`src/rtl/i2c_timing_pkg.sv`:
```
package i2c_timing_pkg;

    // Wide enough for the longest count, the SCL low time
    localparam int timer_width = 6;

    // Bus phase that the timer is currently measuring
    typedef enum logic [2:0] {
        ph_idle,
        ph_bus_free,
        ph_start_hold,
        ph_scl_low,
        ph_scl_high,
        ph_stop_setup
    } bus_phase_t;

    // Counts at 25.2 MHz. Each phase lasts count+1 clocks
    localparam logic [timer_width-1:0] default_t_low      = timer_width'(37); // About 1.5 us
    localparam logic [timer_width-1:0] default_t_high     = timer_width'(24); // About 1.0 us
    localparam logic [timer_width-1:0] default_start_hold = timer_width'(16);
    localparam logic [timer_width-1:0] default_stop_setup = timer_width'(16);
    localparam logic [timer_width-1:0] default_bus_free   = timer_width'(35); // STOP to START

    // SDA hold after the falling SCL edge
    localparam logic [timer_width-1:0] default_sda_change = timer_width'(7);

endpackage

```
`src/rtl/i2c_phase_timer.sv`:
```
module i2c_phase_timer
    import i2c_timing_pkg::*;
#(
    parameter logic [timer_width-1:0] t_low          = default_t_low,
    parameter logic [timer_width-1:0] t_high         = default_t_high,
    parameter logic [timer_width-1:0] start_hold     = default_start_hold,
    parameter logic [timer_width-1:0] stop_setup     = default_stop_setup,
    parameter logic [timer_width-1:0] bus_free       = default_bus_free,
    parameter logic [timer_width-1:0] sda_change_cnt = default_sda_change
) (
    input  logic       clk25_2,
    input  logic       rst_n,
    input  bus_phase_t phase,
    output logic       phase_done,
    output logic       sda_change
);

    bus_phase_t             phase_q;
    logic [timer_width-1:0] count_q;
    logic [timer_width-1:0] count;  // Cycles spent in the current phase
    logic [timer_width-1:0] target;

    // The first cycle of a new phase reads as zero
    assign count = (phase != phase_q) ? '0 : count_q;

    always_comb begin
        case (phase)
            ph_bus_free:   target = bus_free;
            ph_start_hold: target = start_hold;
            ph_scl_low:    target = t_low;
            ph_scl_high:   target = t_high;
            ph_stop_setup: target = stop_setup;
            default:       target = '0;
        endcase
    end

    always_ff @(posedge clk25_2 or negedge rst_n) begin
        if (!rst_n) begin
            phase_q <= ph_idle;
            count_q <= '0;
        end else begin
            phase_q <= phase;
            if (phase == ph_idle) begin
                count_q <= '0; // Nothing to time while idle
            end else begin
                count_q <= count + 1'b1;
            end
        end
    end

    assign phase_done = (phase != ph_idle) && (count == target);
    assign sda_change = (phase == ph_scl_low) && (count == sda_change_cnt);

endmodule

```
`config.mk`:
```
export PLATFORM = sky130hd
export DESIGN_NAME = i2c_phase_timer
export DESIGN_NICKNAME = d
export VERILOG_FILES = /design/src/rtl/i2c_timing_pkg.sv /design/src/rtl/i2c_phase_timer.sv
export SDC_FILE = /design/constraint.sdc
export NUM_CORES = 1
export LEC_CHECK = 0
export ABC_AREA = 1
export ABC_CLOCK_PERIOD_IN_PS = 1900
export BUFFER_PORTS_ARGS = -buffer_cell sky130_fd_sc_hd__buf_2
export CAP_MARGIN = 20
export CORE_MARGIN = 3
export CORE_UTILIZATION = 37
export DETAILED_ROUTE_END_ITERATION = 8
export GPL_TIMING_DRIVEN = 0
export SLEW_MARGIN = 0
export SYNTH_ARGS = -nofsm -noshare
export SYNTH_HDL_FRONTEND = slang
export SYNTH_SLANG_ARGS = --single-unit
```
`constraint.sdc`:
```
create_clock -name clk25_2 -period 1.9 [get_ports clk25_2]
set_input_delay 0.19 -clock clk25_2 [delete_from_list [all_inputs] [get_ports clk25_2]]
set_output_delay 0.19 -clock clk25_2 [all_outputs]
set_load 0.03 [all_outputs]
```
==> metrics.md <==
| Metric | Value |
|---|---|
| Setup TNS | -0.125 ns |
| Crit path DAT | 1.77 ns |
| R2r startpoint | phase_q[2] |
| Top cells by area, synth | dfrtp_1 (30%), nand2_1 (14%), inv_1 (9.5%), nand4_1 (5.9%), nand2_2 (5.0%) |
| WL/cell | 12.7 um |
| Filler Cell Count | 171 |
| Hold/Removal Path Class | in -> reg |
| Die width | 50.9 um |
| Height of the die | 50.9 um |
| Root buffer cell | clkbuf_4 |
| Slew headroom | 0.761 |
| Sequential cell area | 225 um^2 |
| CTS Buffer Depth | 2 |
| Worst-path fanout max | 4 |
| Final setup fails | 3 |
| Final Max Tran Viols | 0 |
| Worst Path Buf+Inv | 5 |
| Initial Util | 0.410 |
| Fin. Hold Viols | 0 |
| Hold path start | phase[0] |
| Sequential fraction of the synthesis area | 0.302 |
| DP Cell Count | 139 |
| Pin count of the biggest net entering global routing | 10 |
| Top cell type's share of synthesized area | 0.302 |
| RSZ-0062 raised after global routing | yes |
| Slew @ Worst Pin | 0.357 ns |
| Die area | 0.00259 mm^2 |
| Mapped Avg Cell Area | 6.92 um^2 |
| Drt first pass iters | 4 |
| Final worst setup slack | -0.0600 ns |
| Global-route wire length before repair | 3420 um |
| Max incr delay on CP | 0.38 ns |
| Final Critical Period | 1.96 ns |
| Antenna diodes | 0 |
| Status | finished, violations left |
| Final period util | 1.03 |
| Setup Skew | 0.00509 ns |
| Cell area power density | 481 mW/mm^2 |
| Cts bufs inserted | 3 |
| Grt ovf | 0 |
| FP Rows | 15 |
| Vias per cell | 4.89 |
| CP Launch Type | flop |
| Worst setup EP type | output pin |
| CP required | 1.71 ns |
| Max H-tree Level | 1 |
| Final Non-Filler Cells | 160 |
| Count leader, synth | nand2_1 |
| Total power | 0.512 mW |
| Synth cell types | 21 |
| Failing checks | setup timing |
| I/O Buffers | 6 |
| CTS tree | yes |
| Synth Instances | 108 |
| Cell taking the most area after synthesis | dfrtp_1 |
| Place WS | -0.0841 ns |
| VDD IR max | 0.000398 V |
| Vias in the first global route | 765 |
| All-Layer GR Usage | 0.181 |
| HPWL after DPL | 1270 um |
| P&R area growth vs syn | 42.7% |
| Residual DRC | 0 |
| Num ports | 7 |
| Worst skew pair latency | 0.28 ns |
| Hold Crit Endpoint | phase_q[0] |
| Max Cap Viol | 0 |
| Final nets | 142 |
| Core footprint | 0.00182 mm^2 |
| Highest clock rate | 0.510 GHz |
| Pleak | 0.540 nW |
| Critical-path cell list | inv_1 -> nand2_1 -> nand2_4 -> nand4_1 -> inv_2 -> ha_4 -> inv_2 -> nor2_4 -> inv_2 -> nor3_4 -> buf_6 |
| Crit-path leading delay family | simple AND/OR/NAND/NOR gates |
| CP most frequent cell | inv_2 |
| R2R setup slack | -0.02 ns |
| Vias | 782 |
| CP Class | reg -> out |
| Register-to-Register Path Depth | 15 |
| Final GP Congestion | 0.840 |
| Ys Warns | 0 |
| Syn_nets | 114 |
| Synth cell count leaders | nand2_1 (28), inv_1 (19), dfrtp_1 (9), nor2_1 (9), nand4_1 (7) |
| Fraction of layout cells with a size suffix above 1 | 0.481 |
| Synth Cell Area | 747 um^2 |
| Synth Flop Type | dfrtp_1 |
| Reg clk slew, reported paths | 0.06 ns |
| Slowest cell on the critical path | dfrtp_1 |
| Asr flop ratio synth | 1.00 |
| CTS sink count | 9 |
| Hold Crit Depth | 1 |
| Post-synth EDFFs | 0 |
| DR iter-0 viols | 12 |
| CP Launch Point | phase_q[2] |
| Footprint of the multi-input gates | 469 um^2 |
| Seq cells post-synth | 9 |
| Initial antenna violation count | 0 |
| Number of antenna-violating nets in the routed design | 0 |
| Capture point of the worst reg-to-reg path | count_q[2] |
| Total routed wirelength | 2030 um |
==> sequential cells by signal, indices dropped and copies added (netlist names) <==
| signal | cells |
|---|---|
| phase_q | 3 |
| count_q | 6 |
==> cell usage in the layout (no fill, tap or decap), drive strengths merged <==
master	netlist	final
a211oi	1	1
inv	23	24
ha	1	1
nand2	34	34
nand4	8	8
dfrtp	9	9
nor3	1	1
nand3	10	10
clkbuf	0	4
a21oi	3	3
dlygate4sd3	0	1
o21ai	1	1
nor2	14	14
buf	2	24
==> area by class of cell <==
class / instances / area share
Buffer: 2 / 0.0329
Clock buffer: 4 / 0.0246
Inverter: 24 / 0.0845
Multi-Input combinational cell: 73 / 0.440
Sequential cell: 9 / 0.211
Tap cell: 25 / 0.0293
Timing Repair Buffer: 23 / 0.177
==> cells by family after synthesis <==
logic type,count (synthesis),synth area share
simple gates,67,0.487
buf+inv,26,0.157
flops,9,0.302
compound gates,5,0.0368
fa+ha+maj,1,0.0167
==> worst reg2reg max path: cells and delay by family (launching register included) <==
kind                     cells  cell delay (ns)
buffers and inverters        8             0.77
AND/OR/NAND/NOR              5             0.50
flip-flops                   1             0.38
adder cells (fa/ha/maj)      1             0.13
AO/OA/AOI/OAI                1             0.04
==> per-layer routing <==
metal,part of all wire,GRT usage,wire (um),vias to the layer above
met1,0.43,0.221,877,359
li1,-,-,-,393
met4,0.050,0.135,102,0
met3,0.026,0.0262,53,11
met5,0,0,0,-
met2,0.49,0.288,992,19
==> worst max path at each step <==
stage / to / slack [ns] / depth (start not counted)
2_1_floorplan: sda_change / 0.09 / 12
3_3_place_gp: sda_change / -0.08 / 13
3_5_place_dp: sda_change / -0.08 / 12
4_1_cts: sda_change / -0.12 / 13
5_1_grt: phase_done / -0.20 / 13
6_report: sda_change / -0.06 / 11
==> timing repair <==
item,CTS,global route
hold buffers,1,0
endpoints found under the hold margin,9,0
gates resized for setup,18,9
setup buffers,16,0
pin swaps,8,2
endpoints found under the setup margin,2,4
==> where the power goes <==
| part | internal (mW) | switching (mW) |
|---|---|---|
| clock | 0.0815 | 0.0790 |
| combinational | 0.0645 | 0.0843 |
| sequential | 0.198 | 0.00539 |
==> stage by stage <==
stage                     instance area [um^2]  hold WS, ns   util
after detailed placement                   820       0.0602  0.450
after global placement                     820       0.0551  0.450
final                                     1070       0.0861  0.586
after floorplan                            758       -0.106      -
after CTS                                 1040       0.0749  0.573
after global routing                      1070       0.0719  0.586
Power figures use the tool's default switching activity.
