## src/rtl/ch7301_cfg_pkg.sv

```systemverilog
package ch7301_cfg_pkg;

    // 7-bit address 0x76 shifted up, write bit clear
    localparam logic [7:0] dev_addr_byte = 8'hEC;

    localparam int num_regs = 6;

    typedef logic [2:0] reg_index_t;

    // One register write on the bus
    typedef struct packed {
        logic [7:0] reg_addr;
        logic [7:0] data;
    } reg_write_t;

    // The encoder expects bit 7 of the register address to be set
    localparam reg_write_t cfg_table [num_regs] = '{
        '{reg_addr: 8'hC9, data: 8'h00}, // Power management
        '{reg_addr: 8'hC8, data: 8'h18}, // Low two bits 01 give the color bar pattern
        '{reg_addr: 8'hB3, data: 8'hE4},
        '{reg_addr: 8'hA1, data: 8'h09},
        '{reg_addr: 8'h9F, data: 8'h83},
        '{reg_addr: 8'h9C, data: 8'h00}  // Written last
    };

endpackage

```

## src/rtl/init_sequencer.sv

```systemverilog
module init_sequencer
    import ch7301_cfg_pkg::*;
(
    input  logic       clk25_2,
    input  logic       rst_n,
    input  logic       enable,
    input  logic       xfer_done,
    output logic       xfer_start,
    output logic       xfer_last,
    output logic       complete,
    output reg_write_t xfer_word
);

    typedef enum logic [1:0] {
        sq_idle,
        sq_issue,
        sq_wait
    } seq_state_t;

    seq_state_t state;
    reg_index_t index;

    // Index only moves on xfer_done, so the word is stable for the whole write
    assign xfer_word = cfg_table[index];
    assign xfer_last = (index == reg_index_t'(num_regs - 1));

    always_ff @(posedge clk25_2 or negedge rst_n) begin
        if (!rst_n) begin
            state      <= sq_idle;
            index      <= '0;
            xfer_start <= 1'b0;
            complete   <= 1'b0;
        end else begin
            xfer_start <= 1'b0;
            case (state)
                sq_idle: begin
                    if (enable) begin
                        index <= '0;
                        state <= sq_issue;
                    end
                end
                sq_issue: begin
                    xfer_start <= 1'b1;
                    state      <= sq_wait;
                end
                sq_wait: begin
                    if (xfer_done) begin
                        if (xfer_last) begin
                            complete <= 1'b1; // Held until reset
                            state    <= sq_idle;
                        end else begin
                            index <= index + 1'b1;
                            state <= sq_issue;
                        end
                    end
                end
                default: begin
                    state <= sq_idle;
                end
            endcase
        end
    end

endmodule

```

## config.mk

```make
export PLATFORM = sky130hd
export DESIGN_NAME = init_sequencer
export DESIGN_NICKNAME = d
export VERILOG_FILES = /design/src/rtl/ch7301_cfg_pkg.sv /design/src/rtl/init_sequencer.sv
export SDC_FILE = /design/constraint.sdc
export NUM_CORES = 1
export LEC_CHECK = 0
export BUFFER_PORTS_ARGS = -buffer_cell sky130_fd_sc_hd__buf_4
export CAP_MARGIN = 20
export CORE_MARGIN = 5
export CORE_UTILIZATION = 35
export CTS_CLUSTER_SIZE = 8
export DETAILED_ROUTE_END_ITERATION = 16
export SLEW_MARGIN = 15
export SYNTH_ARGS = -nofsm -noshare
export SYNTH_HDL_FRONTEND = slang
export SYNTH_SLANG_ARGS = --single-unit
```

## constraint.sdc

```tcl
create_clock -name clk25_2 -period 2.6 [get_ports clk25_2]
set_input_delay 0.26 -clock clk25_2 [delete_from_list [all_inputs] [get_ports clk25_2]]
set_output_delay 0.26 -clock clk25_2 [all_outputs]
set_load 0.01 [all_outputs]
```

==> flow_summary.yaml, run 1 <==
status:
  status: "finished clean"
flow_run:
  cap_violations: 0
clock_network:
  clk_pin_slew_ps: 60
  clk_path_buf_depth: 2
  clock_latency_ps: 250
  cts_tree: "done"
  cts_inserted_buffers: 3
  cts.htree.levels: 1
  cts_resized: 0
  cts_root_buf: "clkbuf_4"
  cts.sinks: 7
placed_design:
  placed_cells_incl_taps: 85
  hpwl_um: 766.7
  place_congestion: 0.7197
  io_buffers: 21
  place_ws_ps: 960.5
power_and_ir_drop:
  seq_power_share_pct: 30.8
  swShare_pct: 39.85
  power_uw: 627.0
  power_frac_clock_pct: 15.6
  power_frac_comb_pct: 53.6
  p_leak_nw: 0.3757
  p_switching_uw: 249.8
  intPower_uw: 377.2
  peakVddDrop_mv: 0.5372
  powerDensity_nw_per_um2: 967.4
synth:
  synth.mux.area_fraction_pct: 0
  yosys_warnings: 0
  yosys.area_share.xor_xnor_pct: 0
  synth-seq-area-share_pct: 36.75
  syn_avg_cell_area_um2: 8.667
  syn_area_um2: 476.7
  synth_fa_ha_area_share_pct: 7.874
  synth_seq_cells: 7
  synth_nets: 62
  synth_simple_gate_area_share_pct: 22.31
  synth_top_family_by_area: "simple AND/OR/NAND/NOR gates"
  synth_compound_area_share_pct: 16.27
  synth.distinct_cells: 24
  syn_inst: 55
global_routing:
  grt_max_degree: 14
  antenna_found_initial: 0
  grt_pass1_vias: 366
  grtUsageTotal_pct: 10.63
  grt_overflow: 0
  grt_pass1_wl_um: 1587
final_layout:
  drive_gt1_share_pct: 42.67
  seq_area_um2: 175.2
  layout.nets: 83
  multi_input_area_um2: 225.2
  fill_cells: 131
  final_common_cell: "buf_4"
  final_cell_mix: "buf_4 (21), inv_1 (9), dfrtp_1 (7)"
  layout.cells.non_filler: 90
  diodes: 0
  area_growth_pct: 35.96
drt:
  drtIter0Drc: 4
  drtAntennaViolNets: 0
  route.detailed.drc: 0
  num_vias: 425
  totalWireLength_um: 990
  wl_per_cell_um: 11.00
  first_pass_iters: 4
  vias_per_cell: 4.722
setup_path:
  cp_slowest_stage_delay_ps: 450
  crit_required_ps: 2340
  cp_slowest_cell: "dfrtp_1"
  reg2reg_setup_slack_ps: 1000
  cp_max_fo: 7
  crit_family: "simple AND/OR/NAND/NOR gates"
  critPathBufInv: 2
  crit_chain: "inv_1 > ha_1 > nor2b_1 > or2_2 > buf_4"
  cp-start-kind: "flip-flop"
  cp-startpoint: "index[0]"
  worstSetupEndpointType: "primary output"
  criticalPathCategory: "flip-flop to primary output"
  crit_arrival_ps: 1640
  reg2reg_from: "index[1]"
sta:
  setup_violations: 0
  finalCritPeriodShare_pct: 73.18
  rsz0062_at_grt: "no"
  worst_slack_ps: 697.4
  drv_slew: 0
  fin_crit_ps: 1903
  finalHoldViolCount: 0
  fin_hold_ws_ps: 272.8
  fmax_ghz: 0.5256
  setup_tns_ps: 0
  final.setup_skew_ps: 3.123
die:
  dieHeight_um: 46.91
  die_width_um: 46.91
  core_region_area_um2: 1301
  io_pins: 23
  die-area_um2: 2200
  rows: 13
  start_util_pct: 36.63
worst_hold_path:
  hold_path.class: "input port to flip-flop"
  worstHoldStart: "enable"
## per-layer routing
layer  part of all wire (%)  track usage, %  routed length, um
met1                     41           11.89                408
met5                      0               0                  0
met3                     10           6.897                103
met4                      0           1.657                  0
met2                     48           17.34                478
## final cells by class
| type | count | share of cell area [%] |
|---|---|---|
| clock inverter | 1 | 0.7722 |
| inverter | 9 | 5.212 |
| timing repair buffer | 22 | 25.87 |
| tap | 15 | 2.896 |
| clock buffer | 3 | 3.475 |
| sequential | 7 | 27.03 |
| multi-input combinational | 33 | 34.75 |
## cell families (layout without fill, tap and decap cells)
family	after synthesis	count (layout)
AND/OR/NAND/NOR	18	18
buffers and inverters	15	35
AO/OA/AOI/OAI	11	11
flip-flops	7	7
adder cells (fa/ha/maj)	3	3
other	1	1
## worst paths after layout
kind                                end  cells past startpoint
min                            state[0]                      3
min in group asynchronous      index[1]                      2
max                        xfer_word[7]                      5
min reg2reg                    complete                      1
max in group asynchronous      complete                      2
max reg2reg                    index[2]                      6
## cells in the mapped netlist, drive strengths merged
library cell	n	area, um2
nor2b	2	12.51
and2b	1	8.760
nor4b	1	15.01
a31oi	1	6.260
dfrtp	7	175.2
a21oi	2	10.01
buf	6	42.54
nand2	5	21.27
a21o	2	15.01
conb	1	3.750
inv	9	33.78
nand3	2	15.01
o311ai	1	8.760
o211ai	2	15.01
or2	2	12.51
a211o	1	8.760
nor2	4	15.01
o21ai	1	5.000
ha	3	37.54
a31o	1	8.760
or3	1	6.260
## power groups by stage
stage                     registers (mW)  clock network [mW]  logic [mW]
after CTS                          0.194               0.103       0.341
after floorplan                    0.186                   0       0.203
after global placement             0.194                   0       0.340
after detailed placement           0.195                   0       0.338
final                              0.193              0.0976       0.336
after global routing               0.200               0.113       0.375
## state kept, by name, summed over array words and instances (netlist names)
register / cells
index: 3
state: 2
complete: 1
xfer_start: 1
## tightest hold or removal path, delay by kind of cell
family          cells  cell delay [ps]
simple gates        1               50
buf+inv             1              110
compound gates      1               60
## stage by stage
step                      utilization [%]  cell area, um2
after global placement              46.92           610.6
after floorplan                         -           476.7
final                               49.81           648.1
after CTS                           49.81           648.1
after global routing                49.81           648.1
after detailed placement            46.92           610.6
## timing repair
action	in CTS	in global routing
hold buffers	1	0
hold endpoints to repair	7	0
endpoints found under the setup margin	0	0
buffers inserted	0	0
Note: power is estimated with default switching activity, not from simulation.
==> inputs of run 2 (changes only) <==
clock period = 1.9 ns   (was 2.6 ns; I/O delays follow)
==> flow_summary.yaml, run 2 (synthesis gave the netlist of run 1 again) <==
drt:
  first_pass_iters: 4
  num_vias: 417
  drtAntennaViolNets: 0
  route.detailed.drc: 0
  drtIter0Drc: 7
  totalWireLength_um: 1037
  wl_per_cell_um: 11.52
  vias_per_cell: 4.633
sta:
  fmax_ghz: 0.5625
  drv_slew: 0
  setup_violations: 0
  rsz0062_at_grt: "no"
  final.setup_skew_ps: 3.974
  finalCritPeriodShare_pct: 93.57
  fin_hold_ws_ps: 207.6
  setup_tns_ps: 0
  fin_crit_ps: 1778
  finalHoldViolCount: 0
setup_path:
  cp_max_fo: 7
  cp_slowest_stage_delay_ps: 410
  cp-start-kind: "flip-flop"
  criticalPathCategory: "flip-flop to primary output"
  crit_arrival_ps: 1590
  worstSetupEndpointType: "primary output"
  cp_slowest_cell: "dfrtp_2"
  crit_chain: "inv_1 > ha_1 > nor2b_1 > or2_2 > buf_4"
  crit_required_ps: 1710
power_and_ir_drop:
  p_leak_nw: 0.3717
  p_switching_uw: 340.9
  peakVddDrop_mv: 0.5557
  power_uw: 861.0
  power_frac_clock_pct: 15.7
  powerDensity_nw_per_um2: 1328
  swShare_pct: 39.59
  intPower_uw: 520.1
  seq_power_share_pct: 30.8
  power_frac_comb_pct: 53.4
global_routing:
  grt_pass1_wl_um: 1656
  use_met2_pct: 16.53
  grt_pass1_vias: 394
  busiest_layer: "met2"
  grt_overflow: 0
  grt_use_met1_pct: 13.26
  grtUsageTotal_pct: 11.09
  grt_max_degree: 14
  antenna_found_initial: 0
  met3_usage_pct: 2.299
clock_network:
  cts_inserted_buffers: 3
  clk_path_buf_depth: 2
  cts_root_buf: "clkbuf_4"
  clk_pin_slew_ps: 50
  cts_tree: "done"
  clock_latency_ps: 250
  cts.htree.levels: 1
  cts.sinks: 7
final_layout:
  largest_reg_flops: 3
  final_common_cell: "buf_4"
  area_growth_pct: 35.96
  final_area_um2: 648.1
  layout.nets: 83
  regMostFlops: "index"
  diodes: 0
  reg.largest.list: "index x3, state x2"
  drive_gt1_share_pct: 42.67
  final_cell_mix: "buf_4 (21), inv_1 (9), dfrtp_1 (6)"
die:
  io_pins: 23
  die-area_um2: 2200
  start_util_pct: 36.63
  die_width_um: 46.91
  rows: 13
  dieHeight_um: 46.91
  core_region_area_um2: 1301
placed_design:
  place_congestion: 0.7409
  io_buffers: 21
  hpwl_um: 827.5
  dpl_cell_area_um2: 610.6
flow_run:
  cap_violations: 0
worst_hold_path:
  hold_path.class: "input port to flip-flop"
status:
  status: "finished clean"
==> run 2: layout make-up <==
| cell class | instances | area, um2 |
|---|---|---|
| Fill cell | 140 | 653.1 |
| Multi-Input combinational cell | 33 | 225.2 |
| Sequential cell | 7 | 176.4 |
| Timing Repair Buffer | 22 | 167.7 |
| Inverter | 9 | 33.78 |
| Clock buffer | 4 | 26.28 |
| Tap cell | 15 | 18.77 |
==> run 2: worst max-delay path, delay by kind of cell, from the launching register on <==
family / cells / cell delay, ps
adder cells (fa/ha/maj): 1 / 210
AND/OR/NAND/NOR: 2 / 480
flip-flops: 1 / 410
buffers and inverters: 2 / 240
==> run 2: path summary, 6_finish.rpt <==
path,from,end,cells past startpoint,slack [ps]
max,index[0],xfer_word[7],5,120
min,enable,state[0],3,210
max in group asynchronous,rst_n,index[0],2,1480
max reg2reg,index[1],index[2],6,340
min reg2reg,complete,complete,1,470
min in group asynchronous,rst_n,index[2],2,290
==> run 2: per-layer routing <==
metal	share of wire [%]	vias to the layer above
li1	-	215
met1	40	185
met2	50	15
met3	9.5	2
met4	0.77	0
met5	0	-
==> run 2: power groups by stage <==
stage          Clock [mW]  Combinational (mW)  Sequential, mW
3_5_place_dp            0               0.464           0.265
6_report            0.136               0.460           0.265
4_1_cts             0.145               0.467           0.263
5_1_grt             0.153               0.509           0.279
3_3_place_gp            0               0.462           0.265
2_1_floorplan           0               0.278           0.255
==> run 2: through the flow <==
step	cells	setup WS [ps]	utilization (%)
floorplan	55	357.9	-
global placement	85	321.1	46.92
detailed placement	85	332.4	46.92
CTS	90	48.03	49.71
global route	90	25.36	49.81
finish	90	122.2	49.81
==> run 2: timing repair <==
| item | in CTS | in global routing |
|---|---|---|
| hold buffers | 1 | 0 |
| buffers inserted | 0 | 0 |
| resized for setup | 0 | 1 |
| endpoints found under the setup margin | 0 | 2 |
| hold endpoints to repair | 7 | 0 |
==> inputs of run 3 (changes only) <==
CORE_AREA = 5 5 42 44   (was default)
CORE_MARGIN = default   (was 5)
CORE_UTILIZATION = default   (was 35)
CTS_BUF_LIST = sky130_fd_sc_hd__clkbuf_8 sky130_fd_sc_hd__clkbuf_16   (was default)
DIE_AREA = 0 0 47 49   (was default)
==> flow_summary.yaml, run 3 (synthesis gave the netlist of run 1 again) <==
status:
  status: "finished clean"
clock_network:
  cts_root_buf: "clkbuf_8"
  cts.sinks: 7
  cts.htree.levels: 1
  clk_path_buf_depth: 2
  cts_inserted_buffers: 3
  cts_tree: "done"
  postCtsSetupBuffers: 0
  clock_latency_ps: 220
  clk_pin_slew_ps: 40
placed_design:
  place_congestion: 0.7355
  io_buffers: 21
  dpl_cell_area_um2: 611.8
  hpwl_um: 809.4
  place_ws_ps: 310.2
sta:
  setup_tns_ps: 0
  fmax_ghz: 0.5697
  worst_slack_ps: 144.7
  rsz0062_at_grt: "no"
  setup_violations: 0
  fin_crit_ps: 1755
  finalHoldViolCount: 0
  fin_hold_ws_ps: 238.7
  drv_slew: 0
  final.setup_skew_ps: 1.216
  finalCritPeriodShare_pct: 92.38
drt:
  route.detailed.drc: 0
  drtIter0Drc: 9
  first_pass_iters: 2
  vias_per_cell: 4.560
  wl_per_cell_um: 10.79
  num_vias: 415
  drtAntennaViolNets: 0
  totalWireLength_um: 982
power_and_ir_drop:
  powerDensity_nw_per_um2: 1377
  p_leak_nw: 0.3836
  power_uw: 920.0
  peakVddDrop_mv: 0.5264
final_layout:
  layout.nets: 83
  final_cell_mix: "buf_4 (21), inv_1 (10), dfrtp_1 (6)"
  seq_area_um2: 176.4
  reg.largest.list: "index x3, state x2"
  drive_gt1_share_pct: 42.67
  largest_reg_flops: 3
  fill_cells: 145
  multi_input_area_um2: 225.2
  diodes: 0
  final_common_cell: "buf_4"
  final_area_um2: 668.1
  area_growth_pct: 40.16
  regMostFlops: "index"
setup_path:
  crit_required_ps: 1710
  cp-start-kind: "flip-flop"
  crit_arrival_ps: 1570
  criticalPathCategory: "flip-flop to primary output"
  cp_max_fo: 7
  reg2reg_setup_slack_ps: 370
  worstSetupEndpointType: "primary output"
  reg2reg_from: "index[1]"
  cp-startpoint: "index[0]"
global_routing:
  grt_pass1_wl_um: 1504
  grt_max_degree: 14
  antenna_found_initial: 0
  grtUsageTotal_pct: 8.936
  grt_overflow: 0
  grt_pass1_vias: 360
die:
  die_width_um: 47
  rows: 14
  dieHeight_um: 49
  die-area_um2: 2303
  core_region_area_um2: 1401
  io_pins: 23
  start_util_pct: 34.02
worst_hold_path:
  hold_path.class: "input port to flip-flop"
  worstHoldStart: "xfer_done"
flow_run:
  cap_violations: 0
==> run 3: report_power, final <==
part | internal (mW) | switching (mW)
clock | 0.139 | 0.0600
combinational | 0.240 | 0.217
sequential | 0.200 | 0.0640
total | 0.579 | 0.341
==> run 3: final cells by class <==
| type | instances | share of cell area [%] |
|---|---|---|
| multi-input combinational | 33 | 33.71 |
| sequential | 7 | 26.40 |
| inverter | 9 | 5.056 |
| tap | 16 | 2.996 |
| clock inverter | 1 | 0.5618 |
| clock buffer | 3 | 6.180 |
| timing repair buffer | 22 | 25.09 |
==> run 3: metal layers <==
metal	share of wire (%)	GRT usage (%)
met1	41	10.34
met2	49	13.35
met3	9.4	2.214
met4	0.81	6.912
met5	0	0
==> run 3: critical path: stages, from the launching register on <==
cell and delay (ps):
dfrtp_2 410, inv_1 90, ha_1 210, nor2b_1 160
or2_2 320, buf_4 150
==> run 3: through the flow <==
step / instances / utilization (%)
after floorplan: 55 / -
after global placement: 86 / 43.66
after detailed placement: 86 / 43.66
after CTS: 91 / 47.59
after global routing: 91 / 47.68
final: 91 / 47.68
==> run 3: worst paths after layout <==
check | end | cells after the start
min in group asynchronous | xfer_start | 2
setup / recovery | xfer_word[7] | 5
setup reg to reg | index[2] | 6
max in group asynchronous | index[0] | 2
hold reg to reg | complete | 1
hold / removal | complete | 2
==> run 3: repair_timing <==
| action | 4_1_cts | 5_1_grt |
|---|---|---|
| setup endpoints to repair | 0 | 2 |
| endpoints found under the hold margin | 7 | 0 |
| hold buffers | 1 | 0 |
| gates resized for setup | 0 | 1 |
