$ cat src/rtl/i2c_timing_pkg.sv
package i2c_timing_pkg;

    // Wide enough for the longest count, the SCL low time
    localparam int timer_width = 6;

    // Bus phase that the timer is currently measuring
    typedef enum logic [2:0] {
        ph_idle,
        ph_bus_free,
        ph_start_hold,
        ph_scl_low,
        ph_scl_high,
        ph_stop_setup
    } bus_phase_t;

    // Counts at 25.2 MHz. Each phase lasts count+1 clocks
    localparam logic [timer_width-1:0] default_t_low      = timer_width'(37); // About 1.5 us
    localparam logic [timer_width-1:0] default_t_high     = timer_width'(24); // About 1.0 us
    localparam logic [timer_width-1:0] default_start_hold = timer_width'(16);
    localparam logic [timer_width-1:0] default_stop_setup = timer_width'(16);
    localparam logic [timer_width-1:0] default_bus_free   = timer_width'(35); // STOP to START

    // SDA hold after the falling SCL edge
    localparam logic [timer_width-1:0] default_sda_change = timer_width'(7);

endpackage

$ cat src/rtl/ch7301_cfg_pkg.sv
package ch7301_cfg_pkg;

    // 7-bit address 0x76 shifted up, write bit clear
    localparam logic [7:0] dev_addr_byte = 8'hEC;

    localparam int num_regs = 6;

    typedef logic [2:0] reg_index_t;

    // One register write on the bus
    typedef struct packed {
        logic [7:0] reg_addr;
        logic [7:0] data;
    } reg_write_t;

    // The encoder expects bit 7 of the register address to be set
    localparam reg_write_t cfg_table [num_regs] = '{
        '{reg_addr: 8'hC9, data: 8'h00}, // Power management
        '{reg_addr: 8'hC8, data: 8'h18}, // Low two bits 01 give the color bar pattern
        '{reg_addr: 8'hB3, data: 8'hE4},
        '{reg_addr: 8'hA1, data: 8'h09},
        '{reg_addr: 8'h9F, data: 8'h83},
        '{reg_addr: 8'h9C, data: 8'h00}  // Written last
    };

endpackage

$ cat src/rtl/i2c_write_engine.sv
module i2c_write_engine
    import i2c_timing_pkg::*;
    import ch7301_cfg_pkg::*;
(
    input  logic       clk25_2,
    input  logic       rst_n,
    input  logic       xfer_start,
    input  logic       xfer_last,
    input  logic       phase_done,
    input  logic       sda_change,
    input  logic       sda_filt,
    input  reg_write_t xfer_word,
    output bus_phase_t phase,
    output logic       scl_release,
    output logic       sda_release,
    output logic       xfer_done
);

    typedef enum logic [3:0] {
        st_idle,
        st_bus_free,
        st_start_hold,
        st_bit_low,
        st_bit_high,
        st_ack_check,
        st_stop_high,
        st_stop_low,
        st_stop_setup
    } eng_state_t;

    eng_state_t state;
    logic       start_pend; // Start seen while the bus free wait runs
    logic [1:0] byte_cnt;   // 0 device address, 1 register, 2 data
    logic [3:0] bit_cnt;    // 8 means the ACK bit
    logic [7:0] shift_q;
    logic       start_req;
    logic       begin_start;
    logic       ack_bit;
    logic       next_byte;
    logic       send_bit;

    assign start_req   = xfer_start | start_pend;
    assign begin_start = (state == st_bus_free) && phase_done && start_req;
    assign ack_bit     = (bit_cnt == 4'd8);
    assign next_byte   = (state == st_ack_check) && !sda_filt && (byte_cnt != 2'd2);
    assign send_bit    = (state == st_bit_low) && sda_change && !ack_bit;

    // The ACK check cycle stays in the high phase so SCL high time is unbroken
    always_comb begin
        case (state)
            st_bus_free:                            phase = ph_bus_free;
            st_start_hold:                          phase = ph_start_hold;
            st_bit_low, st_stop_low:                phase = ph_scl_low;
            st_bit_high, st_ack_check, st_stop_high: phase = ph_scl_high;
            st_stop_setup:                          phase = ph_stop_setup;
            default:                                phase = ph_idle;
        endcase
    end

    // Bytes go out MSB first
    always_ff @(posedge clk25_2) begin
        if (begin_start) begin
            shift_q <= dev_addr_byte;
        end else if (next_byte) begin
            shift_q <= (byte_cnt == 2'd0) ? xfer_word.reg_addr : xfer_word.data;
        end else if (send_bit) begin
            shift_q <= {shift_q[6:0], 1'b0};
        end
    end

    always_ff @(posedge clk25_2 or negedge rst_n) begin
        if (!rst_n) begin
            state       <= st_idle;
            start_pend  <= 1'b0;
            byte_cnt    <= 2'd0;
            bit_cnt     <= 4'd0;
            scl_release <= 1'b1;
            sda_release <= 1'b1;
            xfer_done   <= 1'b0;
        end else begin
            xfer_done <= 1'b0;
            if (xfer_start) begin
                start_pend <= 1'b1;
            end

            case (state)
                st_idle: begin
                    if (start_req) begin
                        state <= st_bus_free;
                    end
                end

                st_bus_free: begin
                    if (phase_done) begin
                        if (start_req) begin
                            sda_release <= 1'b0; // START with SCL still high
                            start_pend  <= 1'b0;
                            byte_cnt    <= 2'd0;
                            bit_cnt     <= 4'd0;
                            state       <= st_start_hold;
                        end else begin
                            state <= st_idle;
                        end
                    end
                end

                st_start_hold: begin
                    if (phase_done) begin
                        scl_release <= 1'b0;
                        state       <= st_bit_low;
                    end
                end

                st_bit_low: begin
                    if (sda_change) begin
                        sda_release <= ack_bit ? 1'b1 : shift_q[7]; // Let go for the slave's ACK
                    end
                    if (phase_done) begin
                        scl_release <= 1'b1;
                        if (ack_bit) begin
                            state <= st_ack_check;
                        end else begin
                            bit_cnt <= bit_cnt + 4'd1;
                            state   <= st_bit_high;
                        end
                    end
                end

                st_bit_high: begin
                    if (phase_done) begin
                        scl_release <= 1'b0;
                        state       <= st_bit_low;
                    end
                end

                // A NACK or the end of the data byte both lead to STOP
                st_ack_check: begin
                    if (next_byte) begin
                        bit_cnt  <= 4'd0;
                        byte_cnt <= byte_cnt + 2'd1;
                        state    <= st_bit_high;
                    end else begin
                        state <= st_stop_high;
                    end
                end

                st_stop_high: begin
                    if (phase_done) begin
                        scl_release <= 1'b0;
                        state       <= st_stop_low;
                    end
                end

                st_stop_low: begin
                    if (sda_change) begin
                        sda_release <= 1'b0; // SDA must be low before SCL rises
                    end
                    if (phase_done) begin
                        scl_release <= 1'b1;
                        state       <= st_stop_setup;
                    end
                end

                st_stop_setup: begin
                    if (phase_done) begin
                        sda_release <= 1'b1; // STOP
                        xfer_done   <= 1'b1;
                        state       <= xfer_last ? st_idle : st_bus_free;
                    end
                end

                default: begin
                    state <= st_idle;
                end
            endcase
        end
    end

endmodule

$ cat config.mk
export PLATFORM = sky130hd
export DESIGN_NAME = i2c_write_engine
export DESIGN_NICKNAME = d
export VERILOG_FILES = /design/src/rtl/i2c_timing_pkg.sv /design/src/rtl/ch7301_cfg_pkg.sv /design/src/rtl/i2c_write_engine.sv
export SDC_FILE = /design/constraint.sdc
export NUM_CORES = 1
export LEC_CHECK = 0
export BUFFER_PORTS_ARGS = -buffer_cell sky130_fd_sc_hd__buf_2
export CAP_MARGIN = 5
export CELL_PAD_IN_SITES_DETAIL_PLACEMENT = 1
export CELL_PAD_IN_SITES_GLOBAL_PLACEMENT = 1
export CORE_MARGIN = 2
export CORE_UTILIZATION = 40
export DETAILED_ROUTE_END_ITERATION = 8
export GPL_TIMING_DRIVEN = 0
export PLACE_DENSITY_LB_ADDON = 0.1
export SYNTH_ARGS = -nofsm -noshare
export SYNTH_HDL_FRONTEND = slang
export SYNTH_SLANG_ARGS = --single-unit
$ cat constraint.sdc
create_clock -name clk25_2 -period 2.6 [get_ports clk25_2]
set_clock_uncertainty 0.1 [all_clocks]
set_input_delay 0.65 -clock clk25_2 [delete_from_list [all_inputs] [get_ports clk25_2]]
set_output_delay 0.65 -clock clk25_2 [all_outputs]
set_load 0.05 [all_outputs]
==> metrics.txt, run 1 <==
Setup crit end kind primary output; number of fill cells 416; Post-synth EDFFs 0; Vias/cell 5.88; placed cell count 237; initial core utilization 42.3%; CP Launch Type register; setup TNS 0 ns; setup violators final 0; register area share after synthesis 35.5%; initial DRC count 75; slew margin rel. 63.3%; DP Area 0.00164 sq mm; max-slew violations 0; drt drc 0; leakage 0.000765 uW; GR Util All Layers 19.7%; drt wl/cell 16.2 um; Worst Tran Pin Value 0.551 ns; cell taking the most area after synthesis dfrtp_1; Comb pwr share 59.7%; routability cong. 0.827; Unique masters post-synth 48; number of port buffers 28; Worst VDD drop 0.358 mV; Final Cycle Share 95.8%; initial antenna violation count 0; outcome finished, final reports clean; Layout Nets 223; post-synth net total 190; Hold Buf Count CTS 0; total grt overflow 0; # H-tree levels 1; required time worst endpoint 1.85 ns; sequential power share 28.8%; Post-Syn Area 0.00145 sq mm; hold crit path type in -> async; largest net degree at the start of global routing 20; ys flop type dfrtp_1; NetSw 952 uW; #FFs+latches synth 22; clock power share 11.6%; final WL 3910 um; Top Ports 29; register-to-register setup slack 0.61 ns; Syn Area/Cell 8.87 sq um; P_int 1130 uW; Antenna Cells 0; cell area after layout 0.00171 sq mm; main area contributors after synthesis dfrtp_1 (21%), dfxtp_1 (11%), mux2i_1 (5.5%); Clk Latency, worst-skew pair 0.33 ns; post-route insts no fill 241; Die Wd 64.1 um; Syn Inst Count 163; Synth-to-Final Area Change 18.4%; dpl hpwl 2940 um; Max-Cap Viols 0; core area 0.00342 sq mm; fmax 0.401 GHz; CTS max path bufs 2; CTS tree built; CP Data Arrival Time 1.74 ns; area occupied by multi-input gates 856 sq um; RSZ-0062 raised after global routing false; switching part of the total 45.8%; fin crit period 2.49 ns; Storage cell area 513 sq um; fraction of layout cells with a size suffix above 1 27.7%; post-synthesis async set-or-reset flop share 63.6%; critical path class reg -> out; # rows 21; Tot Pwr 2080 uW; root buf cell clkbuf_4; first-pass GRT wire length 6420 um; detailed-route via count 1,416; CTS clk-pin slew, worst paths 0.14 ns; Syn. warnings 0; share of the synthesized area in the top cell type 20.8%; Hold Fails Final Rpt 0; Worst Path Max Fanout 10; Num CTS Buffers 3; Routed Antenna Nets 0; total die area 0.00411 sq mm; Clock Sinks 22; Pwr Density 1210 mW/mm^2; vias in the first global route 1,348; Die Y 64.1 um; TritonRoute pass-1 iters 4
==> per-stage QoR <==
step	utilization [%]	hold slack [ns]	setup WS, ns
after floorplan	-	0.254	0.0953
after global placement	48.1	0.343	0.304
after detailed placement	48.1	0.364	0.271
after CTS	49.4	0.110	0.0287
after global routing	50.1	0.107	0.00428
final	50.1	0.0941	0.109
==> cell families after synthesis <==
family	Yosys count	synth area share [%]
AO/OA/AOI/OAI	40	19.8
buffers and inverters	19	5.97
adder cells (fa/ha/maj)	4	3.46
AND/OR/NAND/NOR	67	27.4
multiplexers	11	7.88
flip-flops	22	35.5
==> cells in the final DEF, fill, tap and decap left out, types with 2 or more instances in the layout <==
cell type and n:
inv_1 8, o2111ai_1 6, clkbuf_4 5, o32a_1 2
o22ai_1 4, dfrtp_1 12, a31oi_1 2, nand3_1 10
buf_2 31, nor2b_1 3, nand2b_1 3, nor3_1 5
o21ai_0 7, nand2_1 17, a21oi_1 8, mux2i_1 8
or3_1 3, clkbuf_1 2, dfstp_2 2, nor2_1 6
dfxtp_1 8, and3_1 3, nand3b_1 4, ha_1 4
mux2_2 3, buf_4 2
==> synthesized netlist by cell type (2+ instances only) <==
| library cell | instances |
|---|---|
| a31oi_1 | 2 |
| o32a_1 | 2 |
| o2111ai_1 | 6 |
| nor3_1 | 5 |
| ha_1 | 4 |
| or3_1 | 3 |
| mux2i_1 | 8 |
| dfxtp_1 | 8 |
| and3_1 | 3 |
| nand2b_1 | 4 |
| nand3b_1 | 4 |
| nand3_1 | 10 |
| nor2b_1 | 3 |
| o22ai_1 | 4 |
| buf_2 | 6 |
| mux2_2 | 3 |
| nand2_1 | 17 |
| inv_1 | 8 |
| dfrtp_1 | 12 |
| nor2_1 | 7 |
| clkbuf_1 | 3 |
| dfstp_2 | 2 |
| a21oi_1 | 8 |
| o21ai_0 | 7 |
==> power groups by stage <==
stage | combinational, uW | sequential, uW | clock (uW)
final | 1240 | 598 | 240
after global routing | 1370 | 619 | 254
after CTS | 1210 | 599 | 242
after detailed placement | 1210 | 604 | 0
after global placement | 1170 | 594 | 0
after floorplan | 902 | 635 | 0
==> routing by layer <==
layer | GRT usage, % | up-vias | part of all wire, %
li1 | - | 671 | -
met1 | 27.4 | 708 | 45
met4 | 5.59 | 0 | 0.97
met2 | 32.0 | 33 | 50
met3 | 2.64 | 4 | 4.0
met5 | 0 | - | 0
==> area by class of cell <==
class                      count  share of cell area, %
multi-input combinational    122                   50.0
sequential                    22                   30.0
timing repair buffer          29                   8.92
tap                           46                   3.36
buffer                        10                   3.22
clock buffer                   4                   2.78
inverter                       8                   1.75
==> worst paths after layout <==
kind,start,end,cells after the start
worst max-delay path,state[2],phase[2],5
worst min-delay path,rst_n,bit_cnt[2],1
worst max register to register,state[2],byte_cnt[1],5
worst min register to register,sda_release,sda_release,2
max in group asynchronous,rst_n,scl_release,1
min in group clk25_2,sda_release,sda_release,2
==> flip-flops by register name (all words and copies together) (netlist names) <==
name / cells
shift_q: 8
bit_cnt: 4
state: 4
byte_cnt: 2
scl_release: 1
sda_release: 1
start_pend: 1
xfer_done: 1
==> what timing repair did <==
action / CTS / global route
resized for setup: 0 / 6
setup endpoints to repair: 1 / 2
buffers inserted: 0 / 1
==> critical path, stage by stage (launching register included) <==
cell,delay [ns]
dfrtp_1,0.38
buf_2,0.22
clkbuf_1,0.37
nand3b_1,0.12
nand2_1,0.08
clkbuf_4,0.22
(Power assumes the default switching activity.)
==> run 2, diff against run 1 <==
BUFFER_PORTS_ARGS = not set   (was -buffer_cell sky130_fd_sc_hd__buf_2)
DONT_BUFFER_PORTS = 1   (was not set)
SKIP_CTS_REPAIR_TIMING = 1   (was not set)
==> metrics.txt, run 2 (synthesis results as in run 1) <==
Tot Pwr 1970 uW (-5.4%); CP Data Arrival Time 1.76 ns (+0.02 ns); Worst Tran Pin Value 0.594 ns (+0.0426 ns); total die area 0.00411 sq mm (unchanged); critical path class reg -> out; Reg2Reg Depth 6 (+1); Die Y 64.1 um (unchanged); first-pass GRT wire length 6380 um (-0.65%); dpl hpwl 2910 um (-0.78%); root buf cell clkbuf_4; required time worst endpoint 1.85 ns (about the same); NetSw 937 uW (-1.6%); Antenna Cells 0 (unchanged); TritonRoute pass-1 iters 4 (unchanged); fraction of layout cells with a size suffix above 1 16.7% (-11 points); Setup WS post-layout 0.0885 ns (-0.0204 ns); Biggest register shift_q; Max-Cap Viols 0 (unchanged); largest net degree at the start of global routing 15 (-25%); Worst VDD drop 0.534 mV (+49%); CP Launch Type register; detailed-route via count 1,260 (-11%); number of port buffers 0 (-100%); Pwr Density 1260 mW/mm^2 (+3.7%); Layout Nets 196 (-12%); Top Ports 29 (unchanged); CTS tree built; slew margin rel. 60.3% (-3.0 points); commonest non-fill, non-tap cell in the layout nand2_1; clock power share 8.6% (-3.0 points); GR Util All Layers 19.9% (+0.15 points); Die Wd 64.1 um (unchanged); register-to-register setup slack 0.60 ns (about the same); core area 0.00342 sq mm (unchanged); Num CTS Buffers 3 (unchanged); Synth-to-Final Area Change 8.14%; # H-tree levels 1 (unchanged); Hold Fails Final Rpt 0 (unchanged); max reg flops 8 (unchanged); CTS max path bufs 2 (unchanged); outcome finished, final reports clean; cell area after layout 0.00156 sq mm (-8.7%); Setup crit end kind primary output; drt drc 0 (unchanged); initial core utilization 42.3% (unchanged); Clock Sinks 22 (unchanged); # rows 21 (unchanged); fin crit period 2.51 ns (+0.0204 ns); routability cong. 0.810 (-2.0%); sequential power share 33.4% (+4.6 points); worst r2r dst shift_q[1]; number of fill cells 409 (-1.7%); setup violators final 0 (unchanged); vias in the first global route 1,265 (-6.2%); leakage 0.000649 uW (-15%); initial DRC count 65 (-13%); fmax 0.398 GHz (-0.81%); switching part of the total 47.7% (+1.8 points); total grt overflow 0 (unchanged); Worst Path Max Fanout 10 (unchanged); CTS clk-pin slew, worst paths 0.12 ns (-0.02 ns); hold crit path type in -> async; final WL 3870 um (-1.0%); DP Area 0.00150 sq mm (-8.5%); registers with the most flip-flops shift_q: 8 flops, bit_cnt: 4 flops, state: 4 flops; Vias/cell 5.89 (+0.21%); Routed Antenna Nets 0 (unchanged); RSZ-0062 raised after global routing false; Comb pwr share 58.0% (-1.7 points); max-slew violations 0 (unchanged); pre-CTS setup slack -0.122 ns (-0.393 ns); Clk Latency, worst-skew pair 0.31 ns (-0.02 ns); P_int 1030 uW (-8.6%); drt wl/cell 18.1 um (+11%); commonest cells after routing, fill and taps aside nand2_1 (16), dfrtp_1 (12), nand3_1 (10); Final Cycle Share 96.6% (+0.78 points); initial antenna violation count 0 (unchanged); reg2reg start byte_cnt[0]; setup TNS 0 ns (unchanged)
==> run 2: worst max path at each step <==
stage | from | to | cells after the start
after floorplan | state[3] | phase[0] | 5
after global placement | state[3] | phase[0] | 5
after detailed placement | state[3] | phase[0] | 5
after CTS | state[3] | phase[0] | 5
after global routing | state[3] | phase[0] | 5
final | state[3] | phase[0] | 5
==> run 2: power by group through the flow <==
stage	sequential [uW]	combinational [uW]	clock, uW
4_1_cts	657	1100	177
6_report	657	1140	169
5_1_grt	674	1260	188
3_3_place_gp	655	1050	0
3_5_place_dp	664	1090	0
2_1_floorplan	635	902	0
==> run 2: routing by layer <==
metal,wire length [um],GRT usage [%],up-vias
met4,21,2.39,0
met1,1740,25.1,623
met5,0,0,-
met2,1910,35.2,25
met3,196,4.93,2
li1,-,-,610
==> run 2: final cells by class <==
cell class,count,area (sq um),share of cell area [%]
Tap cell,46,57.6,3.68
Sequential cell,22,513,32.8
Buffer,11,58.8,3.76
Multi-Input combinational cell,122,867,55.5
Clock buffer,4,26.3,1.68
Inverter,8,30.0,1.92
Timing Repair Buffer,1,10.0,0.641
==> run 2: metrics by stage <==
step           std cells  hold slack, ns  util, %
6_report             214          0.0615     45.8
2_1_floorplan        163           0.254        -
3_3_place_gp         209           0.255     44.0
4_1_cts              213          -0.108     44.8
5_1_grt              214          0.0449     45.8
3_5_place_dp         209           0.255     44.0
==> run 2: critical path, cell delays in order (launching register included) <==
cell and delay, ns:
dfrtp_1 0.40, buf_6 0.14, buf_2 0.19, nand2b_2 0.23, a21boi_1 0.17, o22ai_4 0.33
